===== config.mk =====
export PLATFORM = sky130hd
export DESIGN_NAME = irq_core_top
export DESIGN_NICKNAME = d
export VERILOG_FILES = /design/src/irq_pkg.sv /design/src/interrupt_controller.sv /design/src/irq_core_top.sv /design/src/irq_regs.sv /design/src/pc_unit.sv
export VERILOG_INCLUDE_DIRS = /design/src
export SDC_FILE = /design/constraint.sdc
export NUM_CORES = 1
export LEC_CHECK = 0
export BUFFER_PORTS_ARGS = -buffer_cell sky130_fd_sc_hd__buf_2
export CAP_MARGIN = 20
export CORE_AREA = 2 2 78 80
export DETAILED_ROUTE_END_ITERATION = 12
export DIE_AREA = 0 0 80 82
export PLACE_DENSITY = 0.8
export SYNTH_ARGS = -nofsm -noshare
export SYNTH_HDL_FRONTEND = slang
export SYNTH_SLANG_ARGS = --single-unit

===== constraint.sdc =====
create_clock -name clk -period 2.15 [get_ports clk]
set_input_delay 0.43 -clock clk [delete_from_list [all_inputs] [get_ports clk]]
set_output_delay 0.43 -clock clk [all_outputs]
set_load 0.01 [all_outputs]

===== src/irq_cfg.svh =====
`ifndef IRQ_CFG_SVH
`define IRQ_CFG_SVH

// datapath widths.
`define IRQ_PC_W        12
`define IRQ_OPCODE_W    7
`define IRQ_CORR_W      2
`define IRQ_CNT_W       3
`define IRQ_ADDR_W      1

// SYSTEM opcode, seen in fetch when a URET comes along.
`define IRQ_URET_OP     7'h73

// pipeline drain lengths for entry and return.
`define IRQ_ENTER_CNT   3'd3
`define IRQ_RET_CNT     3'd2

// register map and reset values.
`define IRQ_RST_VECTOR  12'h100
`define IRQ_REG_VECTOR  1'b0
`define IRQ_REG_CTRL    1'b1

`endif


===== src/irq_pkg.sv =====
`include "irq_cfg.svh"

package irq_pkg;

    // fetch address, word granular.
    typedef logic [`IRQ_PC_W-1:0] pc_t;

    // opcode field of the fetched instruction.
    typedef logic [`IRQ_OPCODE_W-1:0] opcode_t;

    // execute stage branch correction, nonzero means redirect.
    typedef logic [`IRQ_CORR_W-1:0] correction_t;

    // drain counter of the interrupt sequencer.
    typedef logic [`IRQ_CNT_W-1:0] drain_cnt_t;

    // configuration register address.
    typedef logic [`IRQ_ADDR_W-1:0] reg_addr_t;

    typedef enum logic [1:0] {
        IDLE,
        ENTER_DRAIN,
        IN_ISR,
        RET_DRAIN
    } irq_state_t;

endpackage


===== src/interrupt_controller.sv =====
`include "irq_cfg.svh"

module interrupt_controller (
    input  logic                 clk,
    input  logic                 nrst,
    input  irq_pkg::pc_t         pc,
    input  irq_pkg::opcode_t     if_opcode,
    input  logic                 interrupt_n,
    input  logic                 irq_enable,
    input  irq_pkg::correction_t exe_correction,
    input  logic                 if_prediction,
    input  logic                 id_sel_pc,
    input  logic                 if_clk_en,
    output logic                 isr_stall,
    output logic                 sel_isr,
    output logic                 ret_isr,
    output irq_pkg::pc_t         save_pc
);

    irq_pkg::irq_state_t state;
    irq_pkg::drain_cnt_t drain_cnt;
    logic                armed;
    logic                uret_op;
    logic                in_drain;
    logic                irq_req;
    logic                redirect;
    logic                save_en;

    // --------------------------------------------------
    // request and stall decode
    // --------------------------------------------------

    assign uret_op  = (if_opcode == `IRQ_URET_OP);
    assign in_drain = (state == irq_pkg::ENTER_DRAIN) || (state == irq_pkg::RET_DRAIN);

    // fetch stalls while draining, and at once when a URET shows up.
    assign isr_stall = in_drain || uret_op;

    // a request is only taken from idle, once per low period.
    assign irq_req = (state == irq_pkg::IDLE) && !interrupt_n && irq_enable && armed;

    // any change of flow coming down the pipe.
    assign redirect = (exe_correction != '0) || if_prediction || id_sel_pc;

    // keep the request pc, or the redirect target seen during a drain.
    assign save_en = irq_req || (isr_stall && redirect);

    // --------------------------------------------------
    // sequencer
    // --------------------------------------------------

    always_ff @(posedge clk) begin
        if (!nrst) begin
            state     <= irq_pkg::IDLE;
            drain_cnt <= '0;
            sel_isr   <= 1'b0;
            ret_isr   <= 1'b0;
        end else begin
            case (state)
                irq_pkg::IDLE: begin
                    if (irq_req) begin
                        state     <= irq_pkg::ENTER_DRAIN;
                        drain_cnt <= irq_pkg::drain_cnt_t'(1);
                    end
                end
                irq_pkg::ENTER_DRAIN: begin
                    // pipeline is empty, switch fetch to the handler.
                    if (drain_cnt == `IRQ_ENTER_CNT) begin
                        state     <= irq_pkg::IN_ISR;
                        drain_cnt <= '0;
                        sel_isr   <= 1'b1;
                    end else if (if_clk_en) begin
                        drain_cnt <= drain_cnt + 1'b1;
                    end
                end
                irq_pkg::IN_ISR: begin
                    if (uret_op) begin
                        state     <= irq_pkg::RET_DRAIN;
                        drain_cnt <= irq_pkg::drain_cnt_t'(1);
                        sel_isr   <= 1'b0;
                        ret_isr   <= 1'b1;
                    end
                end
                irq_pkg::RET_DRAIN: begin
                    // falling ret_isr tells fetch to reload save_pc.
                    if (drain_cnt == `IRQ_RET_CNT) begin
                        state     <= irq_pkg::IDLE;
                        drain_cnt <= '0;
                        ret_isr   <= 1'b0;
                    end else if (if_clk_en) begin
                        drain_cnt <= drain_cnt + 1'b1;
                    end
                end
                default: begin
                    state <= irq_pkg::IDLE;
                end
            endcase
        end
    end

    // request arming, cleared on entry.
    always_ff @(posedge clk) begin
        if (!nrst) begin
            armed <= 1'b1;
        end else if (irq_req) begin
            armed <= 1'b0;
        end else if (interrupt_n && !in_drain) begin
            armed <= 1'b1;
        end
    end

    // --------------------------------------------------
    // return address
    // --------------------------------------------------

    always_ff @(posedge clk) begin
        if (!nrst) begin
            save_pc <= '0;
        end else if (save_en) begin
            save_pc <= pc;
        end
    end

endmodule


===== src/irq_core_top.sv =====
module irq_core_top (
    input  logic                 clk,
    input  logic                 nrst,
    input  logic                 interrupt_n,
    input  irq_pkg::opcode_t     if_opcode,
    input  logic                 if_clk_en,
    input  irq_pkg::correction_t exe_correction,
    input  irq_pkg::pc_t         exe_target,
    input  logic                 id_sel_pc,
    input  irq_pkg::pc_t         id_target,
    input  logic                 if_prediction,
    input  irq_pkg::pc_t         pred_target,
    input  logic                 wr_en,
    input  irq_pkg::reg_addr_t   wr_addr,
    input  irq_pkg::pc_t         wr_data,
    input  irq_pkg::reg_addr_t   rd_addr,
    output irq_pkg::pc_t         pc,
    output irq_pkg::pc_t         rd_data,
    output logic                 isr_stall,
    output logic                 sel_isr,
    output logic                 ret_isr,
    output irq_pkg::pc_t         save_pc
);

    logic         irq_enable;
    irq_pkg::pc_t isr_vector;

    // configuration registers.
    irq_regs regs0 (
        .clk        (clk),
        .nrst       (nrst),
        .wr_en      (wr_en),
        .wr_addr    (wr_addr),
        .wr_data    (wr_data),
        .rd_addr    (rd_addr),
        .rd_data    (rd_data),
        .irq_enable (irq_enable),
        .isr_vector (isr_vector)
    );

    // interrupt entry and return sequencer.
    interrupt_controller ctrl0 (
        .clk            (clk),
        .nrst           (nrst),
        .pc             (pc),
        .if_opcode      (if_opcode),
        .interrupt_n    (interrupt_n),
        .irq_enable     (irq_enable),
        .exe_correction (exe_correction),
        .if_prediction  (if_prediction),
        .id_sel_pc      (id_sel_pc),
        .if_clk_en      (if_clk_en),
        .isr_stall      (isr_stall),
        .sel_isr        (sel_isr),
        .ret_isr        (ret_isr),
        .save_pc        (save_pc)
    );

    // fetch program counter.
    pc_unit pc0 (
        .clk            (clk),
        .nrst           (nrst),
        .if_clk_en      (if_clk_en),
        .isr_stall      (isr_stall),
        .sel_isr        (sel_isr),
        .ret_isr        (ret_isr),
        .isr_vector     (isr_vector),
        .save_pc        (save_pc),
        .exe_correction (exe_correction),
        .exe_target     (exe_target),
        .id_sel_pc      (id_sel_pc),
        .id_target      (id_target),
        .if_prediction  (if_prediction),
        .pred_target    (pred_target),
        .pc             (pc)
    );

endmodule


===== src/irq_regs.sv =====
`include "irq_cfg.svh"

module irq_regs (
    input  logic              clk,
    input  logic              nrst,
    input  logic              wr_en,
    input  irq_pkg::reg_addr_t wr_addr,
    input  irq_pkg::pc_t      wr_data,
    input  irq_pkg::reg_addr_t rd_addr,
    output irq_pkg::pc_t      rd_data,
    output logic              irq_enable,
    output irq_pkg::pc_t      isr_vector
);

    // --------------------------------------------------
    // write side
    // --------------------------------------------------

    // handler vector register.
    always_ff @(posedge clk) begin
        if (!nrst) begin
            isr_vector <= `IRQ_RST_VECTOR;
        end else if (wr_en && (wr_addr == `IRQ_REG_VECTOR)) begin
            isr_vector <= wr_data;
        end
    end

    // control register, only bit 0 is implemented.
    always_ff @(posedge clk) begin
        if (!nrst) begin
            irq_enable <= 1'b0;
        end else if (wr_en && (wr_addr == `IRQ_REG_CTRL)) begin
            irq_enable <= wr_data[0];
        end
    end

    // --------------------------------------------------
    // read side
    // --------------------------------------------------

    // combinational read decode.
    always_comb begin
        case (rd_addr)
            `IRQ_REG_VECTOR: begin
                rd_data = isr_vector;
            end
            `IRQ_REG_CTRL: begin
                // upper bits read back as zero.
                rd_data = '0;
                rd_data[0] = irq_enable;
            end
            default: begin
                rd_data = '0;
            end
        endcase
    end

endmodule


===== src/pc_unit.sv =====
module pc_unit (
    input  logic                 clk,
    input  logic                 nrst,
    input  logic                 if_clk_en,
    input  logic                 isr_stall,
    input  logic                 sel_isr,
    input  logic                 ret_isr,
    input  irq_pkg::pc_t         isr_vector,
    input  irq_pkg::pc_t         save_pc,
    input  irq_pkg::correction_t exe_correction,
    input  irq_pkg::pc_t         exe_target,
    input  logic                 id_sel_pc,
    input  irq_pkg::pc_t         id_target,
    input  logic                 if_prediction,
    input  irq_pkg::pc_t         pred_target,
    output irq_pkg::pc_t         pc
);

    logic         sel_q;
    logic         ret_q;
    logic         sel_rise;
    logic         ret_fall;
    irq_pkg::pc_t pc_next;

    // --------------------------------------------------
    // handler entry and exit edges
    // --------------------------------------------------

    assign sel_rise = sel_isr && !sel_q;
    assign ret_fall = !ret_isr && ret_q;

    // --------------------------------------------------
    // next fetch address
    // --------------------------------------------------

    // highest priority first.
    always_comb begin
        if (sel_rise) begin
            pc_next = isr_vector;
        end else if (ret_fall) begin
            pc_next = save_pc;
        end else if (exe_correction != '0) begin
            pc_next = exe_target;
        end else if (id_sel_pc) begin
            pc_next = id_target;
        end else if (if_prediction) begin
            pc_next = pred_target;
        end else if (isr_stall) begin
            pc_next = pc;
        end else begin
            pc_next = pc + 1'b1;
        end
    end

    // whole fetch path holds while if_clk_en is low.
    always_ff @(posedge clk) begin
        if (!nrst) begin
            pc    <= '0;
            sel_q <= 1'b0;
            ret_q <= 1'b0;
        end else if (if_clk_en) begin
            pc    <= pc_next;
            sel_q <= sel_isr;
            ret_q <= ret_isr;
        end
    end

endmodule


* Word level (Yosys, flattened, before mapping)
Index checks and enable logic that the tools add are counted. Widths: inputs -> output; s select.
Cells by class: $add $sub $neg 2, equality and inequality tests 11, multiplexer cells 26, bitwise operators 2, reduce and logical (&&, ||, !) cells 28
Operators with widths (number):
- $mux 12 | 6
- $pmux 12 s2 | 1
- $mux 3 | 5
- $add 12x1->12 const B | 1
- $pmux 3 s4 | 1
- $logic_and 1x1->1 | 9
- $mux 2 | 4
- $pmux 2 s4 | 1
- $reduce_bool 2->1 | 4
- $eq 7x7->1 const B | 1
- $eq 3x2->1 const B | 2
- $mux 1 | 6
- $ne 6x4->1 const B | 1
- $reduce_and 3->1 | 2
- $logic_or 1x1->1 | 5
- $eq 2x2->1 const B | 2
- $logic_not 1->1 | 4
- $ne 2x1->1 const B | 2
- $ne 2x2->1 const B | 2
- $pmux 1 s2 | 2
- $reduce_and 2->1 | 2
- $reduce_and 4->1 | 1
- $add 3x1->3 const B | 1
- $eq 2x1->1 const B | 1
- other kinds (2) | 3
Storage, ports and cells: bits in registers 47, input port bits 66, output and inout port bits 39

* Logic depth before layout (Yosys ltp)
word-level depth 9, gate-level depth with buffers 8, depth with buffers taken out 7

* Hierarchy
From an unflattened synthesis, not the netlist that was laid out.
Second synthesis, totals: cell total of the unflattened synthesis 364, area, all modules 2940.3 µm²
By module, submodules not included:
- pc_unit | instances 1, cells each 179, area an instance 1291.2 µm², sequential area each 280.3 µm²
- interrupt_controller | instances 1, cells each 116, area an instance 1024.7 µm², sequential area each 400.4 µm²
- irq_regs | instances 1, cells each 69, area an instance 624.3 µm², sequential area each 260.2 µm²

* Least setup slack after synthesis
Ideal clock, no wire load.
path kind input port to flip-flop, start input port if_prediction, end register pc0.pc[9], library setup time 0.119 ns, data arrival time 1.644 ns, setup slack 0.387 ns, cell stages on the path 6, buffers on the path 1, cells stage by stage or4_4 -> nor3_4 -> a21boi_2 -> buf_6 -> a21oi_2 -> a211oi_2
On the way: longest elaborated chain between the ends 5
Ends and longest elaborated chain:
- start, declared | RTL line irq_core_top.sv:11 | input logic if_prediction,
- $mux 12 | RTL line pc_unit.sv:46 | end else if (if_prediction) begin
- $mux 12 | RTL line pc_unit.sv:44 | end else if (id_sel_pc) begin
- $mux 12 | RTL line pc_unit.sv:42 | end else if (exe_correction != '0) begin
- $mux 12 | RTL line pc_unit.sv:40 | end else if (ret_fall) begin
- $mux 12 | RTL line pc_unit.sv:38 | if (sel_rise) begin
- end signal, assigned | RTL line pc_unit.sv:62 | pc <= pc_next;
- end, declared | RTL line pc_unit.sv:16 | output irq_pkg::pc_t pc
Several ways; a longest one is shown, not always the timed one. A chain may end at the register's enable or synchronous reset.

* Worst setup path in the final report
start register ctrl0.state[1], end output port isr_stall
On the way: longest elaborated chain between the ends 3
Ends and longest elaborated chain:
- start, declared | RTL line interrupt_controller.sv:20 | irq_pkg::irq_state_t state;
- start signal, assigned | RTL line interrupt_controller.sv:54 | state <= irq_pkg::IDLE;
- start signal, assigned | RTL line interrupt_controller.sv:62 | state <= irq_pkg::ENTER_DRAIN;
- start signal, assigned | RTL line interrupt_controller.sv:69 | state <= irq_pkg::IN_ISR;
- $eq 2x1->1 or $eq 2x2->1 (tied branches) | RTL line interrupt_controller.sv:34 | assign in_drain = (state == irq_pkg::ENTER_DRAIN) || (state == irq_pkg::RET_DRAIN);
- $logic_or 1x1->1 * | RTL line interrupt_controller.sv:34
- $logic_or 1x1->1 * | RTL line interrupt_controller.sv:37 | assign isr_stall = in_drain || uret_op;
- end, declared | RTL line irq_core_top.sv:19 | output logic isr_stall,
Every way passes the cells marked *; elsewhere a longest branch is shown, timed or not.

==> results.yml <==
global_route:
  antenna_found_initial: 0
  grt_pass1_vias: 2878
  gr-total-overflow: 0
  grtUsageTotal: 0.262
  grt_first_pass_wirelength_mm: 13.5
  grt_max_degree: 38
critical_path:
  r2r_start: "ctrl0.state[1]"
  critPathCaptureType: "output pin"
  start_kind: "register"
  crit_path_start: "ctrl0.state[1]"
  setup.worst_path.class: "register to output pin"
  worstPathRequired_ns: 1.72
  crit_arrival_ns: 1.58
  cp_max_fo: 4
logic_synthesis:
  ys_seq_elements: 47
  synth_cell_types: 57
  synth_area_leaders: "dfxtp_1, mux2i_1, nand2_1"
  syn_avg_cell_area_um2: 8.03
  synth_top_flop_cell: "dfxtp_1"
  synth.largest_area_cell: "dfxtp_1"
  ys_top_cells_by_count: "dfxtp_1, nand2_1, nor2_1"
  synth_top_area_frac: 0.335
  ys_seq_area_frac: 0.335
  synthArstFlopShare: 0
  syn-num-nets: 425
  ys_warn_count: 0
  syn_area_um2: 2810
  syn_inst: 350
  yosysMostFrequentCell: "dfxtp_1"
  synth_edf_count: 0
pwr:
  leakage_nw: 1.56
  pwr-share-comb: 0.335
  intPower_mw: 1.67
  netSwitchingFraction: 0.327
  clkPwrFrac: 0.249
  pwr-share-seq: 0.416
  power_density_nw_per_um2: 703
  switchingPower_uw: 815
  vdd_drop_max_uv: 527
floorplanning:
  dieArea_um2: 6560
  io_pins: 105
  die_x_um: 80
  die_y_um: 82
  rows: 28
  initial_core_util: 0.489
  core_area_um2: 5750
clock_tree:
  cts_buffer_depth: 2
  ctsHoldBuffers: 0
  htreeDepth: 2
  clock_sinks: 47
  cts_inserted_buffers: 5
  clk_pin_slew_ns: 0.08
  clock_latency_ns: 0.30
  cts_root_buffer: "clkbuf_8"
  cts_tree: "done"
cells_and_area:
  syn2layout_area_growth_pct: 26.1
  antenna_cells: 0
  final_core_utilization: 0.616
  multiInputGateArea_um2: 1760
  fill_cells: 544
  fin_cells: 530
  regArea_um2: 941
  layout-drive-gt1-share: 0.305
  fin_nets: 530
hold_path:
  min_path_type: "primary input to register"
  min_from: "wr_data[8]"
detailed_routing:
  wirelength_mm: 8.49
  drtAntennaViolNets: 0
  drtPass1Iterations: 5
  vias_per_cell: 5.79
  num_vias: 3070
  wl_per_cell_um: 16.0
  drc: 0
  drt_iter0_markers: 268
sta:
  setup_violations: 0
  relSlewSlack: 0.569
  finClkSkew_ns: 0.00881
  drv_slew: 0
  hold_ws_ns: 0.353
  rsz0062_at_grt: "false"
  clock.fmax_ghz: 0.499
  period_share: 0.933
  timing.setup.tns_ns: 0
  final.setup.worst_slack_ns: 0.145
  finalHoldViolations: 0
  period_minus_slack_ns: 2.01
  worst_pin_slew_ns: 0.646
placed_design:
  dp.cells: 522
  dpl.hpwl_mm: 6.33
  numPortBuffers: 104
  dp_slack_ns: -0.0562
  gp_congestion: 0.882
run:
  timing.max_cap.violations: 0
status:
  status: "finished, final reports clean"
[area by class of cell]
class / count / share of cell area
Multi-Input combinational cell: 276 / 0.497
Sequential cell: 47 / 0.266
Timing Repair Buffer: 116 / 0.172
Tap cell: 75 / 0.0265
Clock buffer: 6 / 0.0205
Inverter: 9 / 0.00954
Clock inverter: 1 / 0.00848
[cells in the final DEF, fill, tap and decap left out, types with 5 or more instances in the layout]
cell | Yosys | routed
o221ai_1 | 5 | 5
nor3_1 | 5 | 5
nand2_1 | 45 | 45
clkbuf_8 | 0 | 5
o211ai_1 | 5 | 5
buf_4 | 0 | 12
xnor2_1 | 5 | 5
buf_2 | 2 | 104
nand2b_1 | 11 | 11
inv_1 | 7 | 7
a21oi_1 | 28 | 28
dfxtp_1 | 47 | 47
nand3_1 | 12 | 12
nor2_1 | 31 | 30
mux2i_1 | 17 | 17
ha_1 | 9 | 9
a31oi_1 | 11 | 11
o21ai_0 | 15 | 15
a22oi_1 | 5 | 5
nor2b_1 | 14 | 14
o21ai_1 | 8 | 8
[metrics by stage]
stage	power [mW]	instance area (um^2)
3_5_place_dp	1.85	3420
5_1_grt	2.62	3540
2_1_floorplan	1.59	2810
4_1_cts	2.47	3530
3_3_place_gp	1.83	3420
6_report	2.49	3540
[power groups by stage]
| stage | sequential [mW] | combinational, mW | clock, mW |
|---|---|---|---|
| 6_report | 1.04 | 0.835 | 0.620 |
| 5_1_grt | 1.04 | 0.919 | 0.659 |
| 4_1_cts | 1.03 | 0.815 | 0.624 |
| 3_5_place_dp | 1.05 | 0.801 | 0 |
| 3_3_place_gp | 1.05 | 0.783 | 0 |
| 2_1_floorplan | 1.05 | 0.537 | 0 |
[cells by family after synthesis]
group	share of synthesized area
xor+xnor	0.0187
buf+inv	0.0463
compound gates	0.254
simple gates	0.237
fa+ha+maj	0.0401
mux	0.0686
flops	0.335
[worst max-delay path: stages (launching register included)]
cell and delay (ns):
dfxtp_1 0.38, inv_1 0.10, ha_1 0.24, nor2_2 0.13
o21ai_2 0.13, buf_4 0.17, buf_2 0.13
[final timing paths]
| path | to | slack (ns) | cells past startpoint |
|---|---|---|---|
| hold / removal | regs0.isr_vector[8] | 0.35 | 3 |
| setup reg to reg | ctrl0.save_pc[4] | 0.29 | 8 |
| setup / recovery | isr_stall | 0.14 | 6 |
| hold reg to reg | regs0.isr_vector[6] | 0.48 | 2 |
[per-layer routing]
metal / track usage / share of wire / wire length, um
met2: 0.420 / 0.46 / 3930
met4: 0.0746 / 0.013 / 113
met5: 0 / 0 / 0
met3: 0.0637 / 0.11 / 894
met1: 0.350 / 0.42 / 3550
[state kept, by name (all words and copies together), names as in the netlist]
signal	flops
ctrl0.armed	1
ctrl0.ret_isr	1
ctrl0.state	2
ctrl0.sel_isr	1
ctrl0.drain_cnt	3
regs0.irq_enable	1
pc0.sel_q	1
ctrl0.save_pc	12
pc0.pc	12
regs0.isr_vector	12
pc0.ret_q	1
[repair_timing]
action | in CTS | in global routing
setup endpoints to repair | 5 | 2
pin swaps | 0 | 1
cloned | 0 | 1
setup buffers | 0 | 0
gates resized for setup | 1 | 1
Power figures use the tool's default switching activity.
